## src/common/acq_config.svh

```systemverilog
`ifndef ACQ_CONFIG_SVH
`define ACQ_CONFIG_SVH

//////////////////////////////
// acquisition sizes
//////////////////////////////

`define ADC_DW        14  // adc sample width
`define ACQ_LEN       16  // samples per trigger, even
`define WORD_AW       4   // word index bits inside one scope region

//////////////////////////////
// flow control
//////////////////////////////

`define PORT_CREDITS  4   // queue depth per scope port
`define MEM_CREDITS   4   // external write port credits after reset
`define N_SCOPE       2   // scope units sharing the write port

`endif

```

## src/common/acq_pkg.sv

```systemverilog
`include "acq_config.svh"

package acq_pkg;

  //////////////////////////////
  // adc side
  //////////////////////////////

  localparam int unsigned N_CH = 2;  // adc channels on the board

  // raw pad word, unsigned with negative slope
  typedef logic [`ADC_DW-1:0] adc_raw_t;

  // decoded sample, two's complement
  typedef logic signed [`ADC_DW-1:0] sample_t;

  // decoder output, one sample per channel
  typedef struct packed {
    sample_t [N_CH-1:0] ch;  // ch[0] is channel 0
  } sample_pair_t;

  //////////////////////////////
  // scope unit control
  //////////////////////////////

  // per-unit configuration, normally from registers
  typedef struct packed {
    logic    spare;     // reserved
    logic    src_peer;  // 0 own level, 1 peer trigger
    sample_t thresh;    // signed level threshold
  } scope_cfg_t;

  // per-unit status
  typedef struct packed {
    logic armed;      // waiting for trigger or capturing
    logic capturing;  // samples being taken
    logic overflow;   // sticky, a word was dropped
  } scope_stat_t;

endpackage

```

## src/common/mem_pkg.sv

```systemverilog
`include "acq_config.svh"

package mem_pkg;

  //////////////////////////////
  // memory word
  //////////////////////////////

  localparam int unsigned HALF_W = 16;            // one sample slot
  localparam int unsigned ADDR_W = `WORD_AW + 1;  // scope number on top

  typedef logic [HALF_W-1:0] half_t;

  // two sign-extended samples, earlier one in the low half
  typedef struct packed {
    half_t late;   // bits 31:16
    half_t early;  // bits 15:0
  } mem_word_t;

  //////////////////////////////
  // write paths
  //////////////////////////////

  // scope unit to arbiter, one push per valid cycle
  typedef struct packed {
    logic                valid;
    logic [`WORD_AW-1:0] idx;   // word index in the capture
    mem_word_t           data;
  } port_req_t;

  // arbiter to external memory
  typedef struct packed {
    logic              valid;  // spends one external credit
    logic [ADDR_W-1:0] addr;   // {scope, word index}
    mem_word_t         data;
  } mem_wr_t;

endpackage

```

## src/rtl/adc_decode.sv

```systemverilog
`timescale 1ns/1ps
`include "acq_config.svh"

module adc_decode (
  input  logic                                      adc_clk,
  input  logic                                      rst_n_i,
  input  acq_pkg::adc_raw_t [acq_pkg::N_CH-1:0]     adc_raw_i,  // straight from pads
  output acq_pkg::sample_pair_t                     samples_o
);

//////////////////////////////
// code conversion
//////////////////////////////

// the adc delivers unsigned code with negative slope
// keeping msb and inverting the rest gives two's complement
function automatic acq_pkg::sample_t to_signed(acq_pkg::adc_raw_t raw);
  return {raw[`ADC_DW-1], ~raw[`ADC_DW-2:0]};
endfunction

acq_pkg::sample_pair_t dec;  // combinational result

always_comb begin
  for (int i = 0; i < acq_pkg::N_CH; i++) begin
    dec.ch[i] = to_signed(adc_raw_i[i]);  // per channel
  end
end

//////////////////////////////
// output register
//////////////////////////////

// single register stage, the only timing point after the pads
always_ff @(posedge adc_clk or negedge rst_n_i) begin
  if (!rst_n_i) begin
    samples_o <= '0;
  end else begin
    samples_o <= dec;
  end
end

endmodule

```

## src/scope/scope_capture.sv

```systemverilog
`timescale 1ns/1ps
`include "acq_config.svh"

module scope_capture #(
  parameter int unsigned CH = 0  // channel of the pair this unit watches
) (
  input  logic                  adc_clk,
  input  logic                  rst_n_i,
  input  acq_pkg::sample_pair_t samples_i,
  input  acq_pkg::scope_cfg_t   cfg_i,
  input  logic                  arm_i,
  input  logic                  peer_trig_i,  // from the other unit
  output logic                  trig_o,       // own level trigger only
  input  logic                  credit_i,     // one slot freed in arbiter queue
  output mem_pkg::port_req_t    req_o,
  output acq_pkg::scope_stat_t  stat_o
);

localparam int unsigned CW = $clog2(`ACQ_LEN);        // sample counter
localparam int unsigned KW = $clog2(`PORT_CREDITS + 1);

acq_pkg::sample_t    cur;         // current sample of our channel
acq_pkg::sample_t    prev_q;      // for edge detect
acq_pkg::sample_t    hold_q;      // even sample waiting for its partner
logic                armed_q;
logic                capt_q;
logic                ovf_q;
logic [CW-1:0]       cnt_q;       // index of next sample
logic [CW-1:0]       smp_idx;     // index of the sample taken now
logic [KW-1:0]       cred_q;      // free slots in our arbiter queue
logic                level_hit;
logic                start;
logic                take;
logic                last;
logic                pair_done;
logic                push;
logic                req_vld_q;
logic [`WORD_AW-1:0] idx_q;
mem_pkg::mem_word_t  word_q;

function automatic mem_pkg::half_t sext(acq_pkg::sample_t s);
  return {{(mem_pkg::HALF_W-`ADC_DW){s[`ADC_DW-1]}}, s};
endfunction

//////////////////////////////
// trigger
//////////////////////////////

assign cur = samples_i.ch[CH];

// rising crossing, previous below and current at or above
assign level_hit = ($signed(prev_q) < $signed(cfg_i.thresh)) &&
                   ($signed(cur) >= $signed(cfg_i.thresh));

assign start  = armed_q && !capt_q && (cfg_i.src_peer ? peer_trig_i : level_hit);
assign trig_o = armed_q && !capt_q && !cfg_i.src_peer && level_hit;

//////////////////////////////
// capture and packing
//////////////////////////////

assign take      = start || capt_q;            // a sample is taken this cycle
assign smp_idx   = capt_q ? cnt_q : '0;         // trigger sample is sample 0
assign last      = capt_q && (cnt_q == CW'(`ACQ_LEN - 1));
assign pair_done = capt_q && cnt_q[0];          // odd sample closes a word
assign push      = pair_done && (cred_q != '0);  // no credit, no push

always_ff @(posedge adc_clk or negedge rst_n_i) begin
  if (!rst_n_i) begin
    armed_q   <= 1'b0;
    capt_q    <= 1'b0;
    ovf_q     <= 1'b0;
    cnt_q     <= '0;
    cred_q    <= KW'(`PORT_CREDITS);
    req_vld_q <= 1'b0;
  end else begin
    if (last) begin
      armed_q <= 1'b0;  // capture done
      capt_q  <= 1'b0;
    end else begin
      if (arm_i && !capt_q) armed_q <= 1'b1;  // arm ignored while capturing
      if (start) capt_q <= 1'b1;
    end
    cnt_q  <= (take && !last) ? smp_idx + 1'b1 : '0;
    cred_q <= cred_q - KW'(push) + KW'(credit_i);
    if (pair_done && !push) ovf_q <= 1'b1;  // word dropped, sticky
    req_vld_q <= push;
  end
end

// payload, valid qualifies it
always_ff @(posedge adc_clk) begin
  prev_q <= cur;
  if (take && !smp_idx[0]) hold_q <= cur;
  if (pair_done) begin
    idx_q        <= `WORD_AW'(cnt_q[CW-1:1]);  // index advances even on drop
    word_q.early <= sext(hold_q);
    word_q.late  <= sext(cur);
  end
end

assign req_o  = '{valid: req_vld_q, idx: idx_q, data: word_q};
assign stat_o = '{armed: armed_q, capturing: capt_q, overflow: ovf_q};

endmodule

```

## src/scope/scope_wr_arbiter.sv

```systemverilog
`timescale 1ns/1ps
`include "acq_config.svh"

module scope_wr_arbiter (
  input  logic                               adc_clk,
  input  logic                               rst_n_i,
  input  mem_pkg::port_req_t [`N_SCOPE-1:0]  req_i,
  output logic               [`N_SCOPE-1:0]  credit_o,      // pulse per popped word
  output mem_pkg::mem_wr_t                   mem_wr_o,
  input  logic                               mem_credit_i   // one credit back
);

localparam int unsigned N  = `N_SCOPE;
localparam int unsigned D  = `PORT_CREDITS;
localparam int unsigned PW = $clog2(N);
localparam int unsigned AW = $clog2(D);
localparam int unsigned CW = $clog2(D + 1);
localparam int unsigned MW = $clog2(`MEM_CREDITS + 1);

logic [`WORD_AW-1:0] q_idx [N][D];  // queued word indices
mem_pkg::mem_word_t  q_dat [N][D];  // queued words
logic [AW-1:0]       wr_ptr_q [N];
logic [AW-1:0]       rd_ptr_q [N];
logic [CW-1:0]       q_cnt_q [N];
logic [N-1:0]        nonempty;
logic [PW-1:0]       last_q;        // port served last
logic [PW-1:0]       sel;
logic                any;
logic                pop;
logic [MW-1:0]       mem_cred_q;    // external credits left

//////////////////////////////
// per-port queues
//////////////////////////////

for (genvar g = 0; g < N; g++) begin : g_port
  logic push;
  logic take;

  assign push        = req_i[g].valid;  // sender holds a credit
  assign take        = pop && (sel == PW'(g));
  assign credit_o[g] = take;
  assign nonempty[g] = (q_cnt_q[g] != '0);

  always_ff @(posedge adc_clk or negedge rst_n_i) begin
    if (!rst_n_i) begin
      wr_ptr_q[g] <= '0;
      rd_ptr_q[g] <= '0;
      q_cnt_q[g]  <= '0;
    end else begin
      if (push) wr_ptr_q[g] <= (wr_ptr_q[g] == AW'(D - 1)) ? '0 : wr_ptr_q[g] + 1'b1;
      if (take) rd_ptr_q[g] <= (rd_ptr_q[g] == AW'(D - 1)) ? '0 : rd_ptr_q[g] + 1'b1;
      q_cnt_q[g] <= q_cnt_q[g] + CW'(push) - CW'(take);
    end
  end

  always_ff @(posedge adc_clk) begin
    if (push) begin
      q_idx[g][wr_ptr_q[g]] <= req_i[g].idx;
      q_dat[g][wr_ptr_q[g]] <= req_i[g].data;
    end
  end
end

//////////////////////////////
// round robin pick
//////////////////////////////

// search starts one past the last served port
always_comb begin : rr_pick
  logic [PW-1:0] p;
  p   = last_q;
  sel = last_q;
  any = 1'b0;
  for (int i = 1; i <= N; i++) begin
    p = PW'((int'(last_q) + i) % N);
    if (!any && nonempty[p]) begin
      sel = p;
      any = 1'b1;
    end
  end
end

assign pop = any && (mem_cred_q != '0);  // write only with a credit in hand

// head of the selected queue, port number above the word index
assign mem_wr_o = '{valid: pop,
                    addr:  {sel, q_idx[sel][rd_ptr_q[sel]]},
                    data:  q_dat[sel][rd_ptr_q[sel]]};

always_ff @(posedge adc_clk or negedge rst_n_i) begin
  if (!rst_n_i) begin
    last_q     <= PW'(N - 1);  // port 0 first
    mem_cred_q <= MW'(`MEM_CREDITS);
  end else begin
    if (pop) last_q <= sel;
    mem_cred_q <= mem_cred_q - MW'(pop) + MW'(mem_credit_i);
  end
end

endmodule

```

## src/rtl/acq_top.sv

```systemverilog
`timescale 1ns/1ps
`include "acq_config.svh"

module acq_top (
  input  logic                                      adc_clk,
  input  logic                                      rst_n_i,
  input  acq_pkg::adc_raw_t    [acq_pkg::N_CH-1:0]  adc_raw_i,
  input  logic                 [`N_SCOPE-1:0]       arm_i,
  input  acq_pkg::scope_cfg_t  [`N_SCOPE-1:0]       cfg_i,
  output acq_pkg::scope_stat_t [`N_SCOPE-1:0]       stat_o,
  output mem_pkg::mem_wr_t                          mem_wr_o,
  input  logic                                      mem_credit_i
);

acq_pkg::sample_pair_t             samples;  // decoded, both channels
logic [`N_SCOPE-1:0]               trig;     // level triggers, crossed to peer
logic [`N_SCOPE-1:0]               credit;   // arbiter to unit
mem_pkg::port_req_t [`N_SCOPE-1:0] req;      // unit to arbiter

//////////////////////////////
// adc decode
//////////////////////////////

adc_decode adc_decode_inst (
  .adc_clk   (adc_clk  ),
  .rst_n_i   (rst_n_i  ),
  .adc_raw_i (adc_raw_i),
  .samples_o (samples  )
);

//////////////////////////////
// scope units
//////////////////////////////

// unit g watches channel g, peer is the other unit
for (genvar g = 0; g < `N_SCOPE; g++) begin : g_scope
  scope_capture #(
    .CH (g)
  ) scope_capture_inst (
    .adc_clk     (adc_clk              ),
    .rst_n_i     (rst_n_i              ),
    .samples_i   (samples              ),  // whole pair to each unit
    .cfg_i       (cfg_i[g]             ),
    .arm_i       (arm_i[g]             ),
    .peer_trig_i (trig[`N_SCOPE-1-g]   ),  // cross trigger
    .trig_o      (trig[g]              ),
    .credit_i    (credit[g]            ),
    .req_o       (req[g]               ),
    .stat_o      (stat_o[g]            )
  );
end

//////////////////////////////
// memory write arbiter
//////////////////////////////

scope_wr_arbiter scope_wr_arbiter_inst (
  .adc_clk      (adc_clk     ),
  .rst_n_i      (rst_n_i     ),
  .req_i        (req         ),
  .credit_o     (credit      ),
  .mem_wr_o     (mem_wr_o    ),  // shared external port
  .mem_credit_i (mem_credit_i)
);

endmodule

```

## config.mk

```make
export PLATFORM = sky130hd
export DESIGN_NAME = acq_top
export DESIGN_NICKNAME = d
export VERILOG_FILES = /design/src/common/acq_pkg.sv /design/src/common/mem_pkg.sv /design/src/rtl/adc_decode.sv /design/src/scope/scope_capture.sv /design/src/scope/scope_wr_arbiter.sv /design/src/rtl/acq_top.sv
export VERILOG_INCLUDE_DIRS = /design/src /design/src/common
export SDC_FILE = /design/constraint.sdc
export NUM_CORES = 1
export LEC_CHECK = 0
export BUFFER_PORTS_ARGS = -buffer_cell sky130_fd_sc_hd__buf_2
export CORE_MARGIN = 10
export CORE_UTILIZATION = 55
export DETAILED_ROUTE_END_ITERATION = 10
export GPL_TIMING_DRIVEN = 0
export MAX_ROUTING_LAYER = met4
export PLACE_DENSITY = 0.76
export SYNTH_ARGS = -nofsm -noshare
export SYNTH_HDL_FRONTEND = slang
export SYNTH_HIERARCHICAL = 1
export SYNTH_SLANG_ARGS = --single-unit
```

## constraint.sdc

```tcl
create_clock -name adc_clk -period 3.24 [get_ports adc_clk]
set_clock_uncertainty 0.05 [all_clocks]
set_input_delay 0.648 -clock adc_clk [delete_from_list [all_inputs] [get_ports adc_clk]]
set_output_delay 0.648 -clock adc_clk [all_outputs]
set_load 0.01 [all_outputs]
```

# After elaboration in Yosys (flattened, before gate mapping)
# Memory sizes are Yosys's and may differ from the RTL's.
# Cells that the tools add are included.
dict set report classes {
  div 0
  n_mul 0
  n_eq_ne 6
  bitwise 7
  n_addsub 18
  reduce_logical 52
  shifts 0
  muxes 49
  order_cmp 12
}
# op n
set ops {}
lappend ops {{128-bit 2-to-1 mux} 2}
lappend ops {{32-bit demux with 2-bit select} 2}
lappend ops {{32-bit 2-to-1 mux} 4}
lappend ops {{32-bit binary-select mux with 2-bit select} 1}
lappend ops {{16-bit 2-to-1 mux} 2}
lappend ops {{4-bit 2-to-1 mux} 8}
lappend ops {{1-bit logical AND} 30}
lappend ops {{14-bit greater-or-equal comparator} 2}
lappend ops {{14-bit < comparator} 2}
lappend ops {{13-bit inverter} 2}
lappend ops {{1-bit 2-to-1 mux} 20}
lappend ops {{4-bit demux with 2-bit select} 2}
lappend ops {{3-bit by 1-bit adder with 3-bit output} 5}
lappend ops {{3-bit nonzero test} 5}
lappend ops {{3-bit by 1-bit subtractor with 3-bit output} 5}
lappend ops {{2-bit 2-to-1 mux} 7}
lappend ops {{1-bit zero test} 11}
lappend ops {{3-bit greater-or-equal comparator, second input constant} 3}
lappend ops {{2-bit inverter with 3-bit output} 3}
lappend ops {{2-bit by 1-bit adder with 2-bit output, second input constant} 4}
lappend ops {{4-bit by 1-bit adder with 4-bit output, second input constant} 2}
lappend ops {{4-bit binary-select mux with 2-bit select} 1}
lappend ops {{2-bit equality test, second input constant} 4}
lappend ops {{4-bit equality test, second input constant} 2}
lappend ops {{8 further kinds} 15}
dict set report totals {
  mem_bits_rw 280
  latch_bits 0
  output_inout_bits 44
  in_bits 65
  mem_count 2
  word_cells 178
  ff_bits 186
  mem_bits_ro 0
}
# memory depth word_bits rd rd_clocked_by_memory_dff write_ports line
set mem_list {}
lappend mem_list {scope_wr_arbiter_inst.q_dat 2 128 1 0 2 scope_wr_arbiter.sv:21} ;# mem_pkg::mem_word_t q_dat [N][D];
lappend mem_list {scope_wr_arbiter_inst.q_idx 2 12 1 0 2 scope_wr_arbiter.sv:20} ;# logic [`WORD_AW-1:0] q_idx [N][D];

# Depth between registers and ports, before layout
dict set report logic_depth {
  ltp_word 15
  depth_mapped 10
  mapped_depth_nobuf 10
}

# Cells and area by module
# The synthesis kept the hierarchy.
# module n_inst seq_area_each_um2 area_per_inst_um2 cells_each
set by_module_without_submodules {}
lappend by_module_without_submodules {scope_wr_arbiter 1 9101.2 12031.5 622}
lappend by_module_without_submodules {scope_capture 2 1908.1 2866.5 198}
lappend by_module_without_submodules {adc_decode 1 700.7 798.3 54}

# Worst setup path after synthesis
# No wires, ideal clock.
dict set report synth_timing {
  path_kind {in2reg}
  startpoint {input port cfg_i[19] (netlist name)}
  endpoint {register g_scope[0].scope_capture_inst.hold_q[0], enable pin}
  setup_time_ps 390
  stages 10
  setup_slack_ps -126
  path_buffers 0
  required_ps 2800
  t_arrival_ps 2927
  path_cell_list {inv_1 -> ha_1 -> a211o_1 -> o211ai_2 -> o211ai_2 -> a21o_1 -> a211o_2 -> inv_1 -> a31oi_1 -> a21oi_1}
}
dict set report synth_via {
  elab_chain_cells 7
  elab_cells_between_ends 8
  classes_between {order compare: 2; mux: 1; reduce/logical: 5}
}
# element line
set synth_rtl {}
lappend synth_rtl {{start, declared} acq_top.sv:9} ;# input acq_pkg::scope_cfg_t [`N_SCOPE-1:0] cfg_i,
lappend synth_rtl {{14-bit < comparator / 14-bit greater-or-equal comparator (equally long branches)} {scope_capture.sv:52, scope_capture.sv:53}}
lappend synth_rtl {{1-bit logical AND (*)} scope_capture.sv:52} ;# assign level_hit = ($signed(prev_q) < $signed(cfg_i.thresh)) &&
lappend synth_rtl {{1-bit logical AND (*)} scope_capture.sv:56} ;# assign trig_o = armed_q && !capt_q && !cfg_i.src_peer && level_hit;
lappend synth_rtl {{named net trig[1]} acq_top.sv:16} ;# logic [`N_SCOPE-1:0] trig;
lappend synth_rtl {{1-bit 2-to-1 mux (*)} scope_capture.sv:55} ;# assign start = armed_q && !capt_q && (cfg_i.src_peer ? peer_trig_i : level_hit);
lappend synth_rtl {{1-bit logical AND (*)} scope_capture.sv:55}
lappend synth_rtl {{1-bit logical OR (*)} scope_capture.sv:62} ;# assign take = start || capt_q;
lappend synth_rtl {{1-bit logical AND (*)} scope_capture.sv:94} ;# if (take && !smp_idx[0]) hold_q <= cur;
lappend synth_rtl {{end signal, assigned} scope_capture.sv:94}
lappend synth_rtl {{end, declared} scope_capture.sv:24} ;# acq_pkg::sample_t hold_q;
# Mark *: on every way through the listed nets, which the timed path passes. The rest lies on a longest branch.
# A chain may end at the register's enable or synchronous reset.

==> flow_summary.ini <==
[run_status]
status = finished, final reports clean

[timing]
final.setup.tns_ns = 0
hold_violations = 0
whs_ns = 0.165
worst_pin_slew_ns = 0.843
period_minus_slack_ns = 3.22
rsz0062_at_grt = yes
max_freq_mhz = 311
relSlewSlack_pct = 43.3
setup_viol = 0
drv_slew = 0
finalCritPeriodShare_pct = 99.3

[grt]
overflow = 0
grt_max_degree = 49
antenna_found_initial = 0
grt_usage_pct = 18.4
first_global_vias = 10100
grt_pass1_wl_mm = 56.9

[die]
fp-row-count = 67
die_area_um2 = 41500
die_w_um = 204
start_util_pct = 55.5
io_pins = 109
core_region_area_um2 = 33400
die-height_um = 204

[synth]
yosys_warnings = 6
synthArstFlopShare_pct = 14.3
synth_cells = 1072
synth_edf_count = 378
synth_top_area_share_pct = 61.1
synth_top_cell_by_area = edfxtp_1
ys_types = 50
synth_ff_type = edfxtp_1
syn_area_um2 = 18600
synth_area_per_cell_um2 = 17.3
ys_ff_latch = 474
yosysSeqAreaShare_pct = 73.4
syn_nets = 1218
synth.most_common_cell = edfxtp_1
synth_common_cells = edfxtp_1, nand2_1, inv_1, ha_1, mux4_2
synth.area.top_cells = edfxtp_1, dfrtp_1, mux4_2, ha_1, dfxtp_1

[final_layout]
finalNonFillerCells = 1728
diodes = 0
drive_gt1_share_pct = 27.0
stdcell_area_um2 = 21600
areaGrowthSynthToFinish_pct = 16.3
layout.nets = 1389

[routing]
vias = 9559
vias_per_cell = 5.53
final_antenna_net_count = 0
initialDrtViolationCount = 911
drt-total-wl_mm = 37.0
wl_per_cell_um = 21.4
dr.pass1.iters = 5
drc = 0

[power_and_ir_drop]
max-vdd-ir-drop_mv = 0.426
leakagePower_uw = 0.00825
power_density_nw_per_um2 = 688
total_power_uw = 14800

[placed_design]
placed_cells = 1638
routabilityCongestion = 0.872
dpl_cell_area_um2 = 19900
hpwl_mm = 24.6
io_buffers = 106

[worst_setup_path]
crit_chain = or4b_4, a21boi_4, buf_6, mux2_4, o22ai_4, buf_6
worst-path-buf-inv = 2
worstPathMaxFanout = 8
critPathSlowestCell = dfstp_2
cp.arrival_ns = 2.52
startpoint_type = flop
setup.worst_path.end_class = output pin
path_common_cell = buf_6
path_class = flop to output pin
critPathRequiredTime_ns = 2.54
slowest_delay_ns = 0.53
cpLargestDelayFamily = flip-flops

[cts]
path_clk_slew_ns = 0.06
cts_sinks = 474
cts_buffers = 46
cts-root-buf = clkbuf_16
cts_tree = built
insertion_delay_ns = 0.55
cts.htree.levels = 2
cts_buffer_depth = 3

[hold_path]
hp-class = input port to flop

[job]
drv_cap = 0
[placed cells by master, fill, tap and decap left out, drive strengths merged, types with 4 or more instances in the layout]
cell	count
fa	5
nor3	6
nand3	7
o221ai	4
o211ai	8
ha	76
a211o	4
a31oi	4
clkinv	18
clkinvlp	5
xnor2	14
nand4	16
mux2	6
dfstp	4
o21ai	10
dfrtp	64
and2	14
mux2i	6
nand2	120
a21o	12
inv	99
nor2	12
clkbuf	69
mux4	68
nand3b	4
a21oi	24
dfxtp	28
edfxtp	378
nand2b	4
bufinv	4
a21boi	4
buf	161
nor3b	5
[worst reg2reg max path, cell delays in order, from the launching register on]
cell       delay, ns
dfrtp_1         0.44
ha_1            0.33
a21o_1          0.20
a21oi_1         0.16
o221ai_1        0.15
a2111oi_1       0.42
a211o_2         0.27
inv_1           0.19
a31oi_4         0.28
a21oi_2         0.14
buf_8           0.19
[kinds of logic after synthesis]
| logic type | Yosys count | share of synthesized area, % |
|---|---|---|
| other | 2 | 0.0405 |
| AO/OA/AOI/OAI | 80 | 3.04 |
| buffers and inverters | 149 | 3.57 |
| XOR/XNOR | 14 | 0.661 |
| multiplexers | 80 | 8.96 |
| flip-flops | 474 | 73.4 |
| adder cells (fa/ha/maj) | 81 | 5.66 |
| AND/OR/NAND/NOR | 192 | 4.70 |
[path summary, 6_finish.rpt]
path                                                                        start                                            endpoint  slack, ns  depth (start not counted)
worst max-delay path                     scope_wr_arbiter_inst/last_q$_DFFE_PN1N_                                        mem_wr_o[22]       0.02                          6
worst min-delay path                                                adc_raw_i[27]             adc_decode_inst/samples_o[27]$_DFF_PN0_       0.16                          1
worst max register to register            adc_decode_inst/samples_o[17]$_DFF_PN0_  g_scope[0].scope_capture_inst/hold_q[13]$_DFFE_PP_       0.17                         10
worst min register to register  g_scope[0].scope_capture_inst/hold_q[2]$_DFFE_PP_    g_scope[0].scope_capture_inst/req_o[2]$_DFFE_PP_       0.35                          0
max in group asynchronous                                                 rst_n_i   g_scope[0].scope_capture_inst/cred_q[2]$_DFF_PN1_       2.03                          3
min in group asynchronous                                                 rst_n_i             adc_decode_inst/samples_o[19]$_DFF_PN0_       0.50                          2
[final cells by class]
| class | instances | area [µm²] |
|---|---|---|
| plain buffers | 49 | 353 |
| well taps | 448 | 561 |
| repair buffers | 125 | 865 |
| fillers | 2248 | 11900 |
| clock buffers | 57 | 1200 |
| inverters | 98 | 374 |
| clock inverters | 28 | 259 |
| multi-input cells | 449 | 4370 |
| flip-flops and latches | 474 | 13600 |
[flip-flops by register name, indices dropped and copies added (netlist names), 2 cells and up]
register / count
scope_wr_arbiter_inst/q_idx: 32
scope_wr_arbiter_inst/q_cnt_q: 6
g_scope.scope_capture_inst/armed_q: 2
g_scope.scope_capture_inst/hold_q: 28
scope_wr_arbiter_inst/q_dat: 256
g_scope.scope_capture_inst/req_vld_q: 2
g_scope.scope_capture_inst/prev_q: 28
scope_wr_arbiter_inst/wr_ptr_q: 4
scope_wr_arbiter_inst/rd_ptr_q: 4
g_scope.scope_capture_inst/cnt_q: 8
scope_wr_arbiter_inst/mem_cred_q: 3
g_scope.scope_capture_inst/ovf_q: 2
g_scope.scope_capture_inst/idx_q: 6
g_scope.scope_capture_inst/cred_q: 6
g_scope.scope_capture_inst/capt_q: 2
g_scope.scope_capture_inst/req_o: 56
adc_decode_inst/samples_o: 28
[through the flow]
step	utilization, %	worst slack (ns)
floorplan	-	-0.126
global placement	58.8	-1.13
detailed placement	59.6	-0.588
CTS	64.3	0.0119
global route	64.6	-0.0338
finish	64.6	0.0223
[metal layers]
metal	vias up	share of wire, %	global-route usage [%]	wire (µm)
met5	-	0	-	0
met4	0	2.2	5.52	799
met3	54	8.1	3.51	3000
met2	379	50	29.1	18300
met1	4806	40	24.0	14900
li1	4320	-	-	-
[where the power goes]
part / switching (µW) / internal [µW] / total (µW)
registers: 521 / 7920 / 8440
logic: 758 / 514 / 1270
clock network: 2170 / 2970 / 5140
total: 3450 / 11400 / 14800
[what timing repair did]
item / in CTS / in global routing
hold buffers: 1 / 0
buffers inserted: 2 / 4
endpoints found under the hold margin: 20 / 0
resized for setup: 33 / 18
endpoints found under the setup margin: 50 / 45
pin swaps: 0 / 2
(Power assumes the default switching activity.)
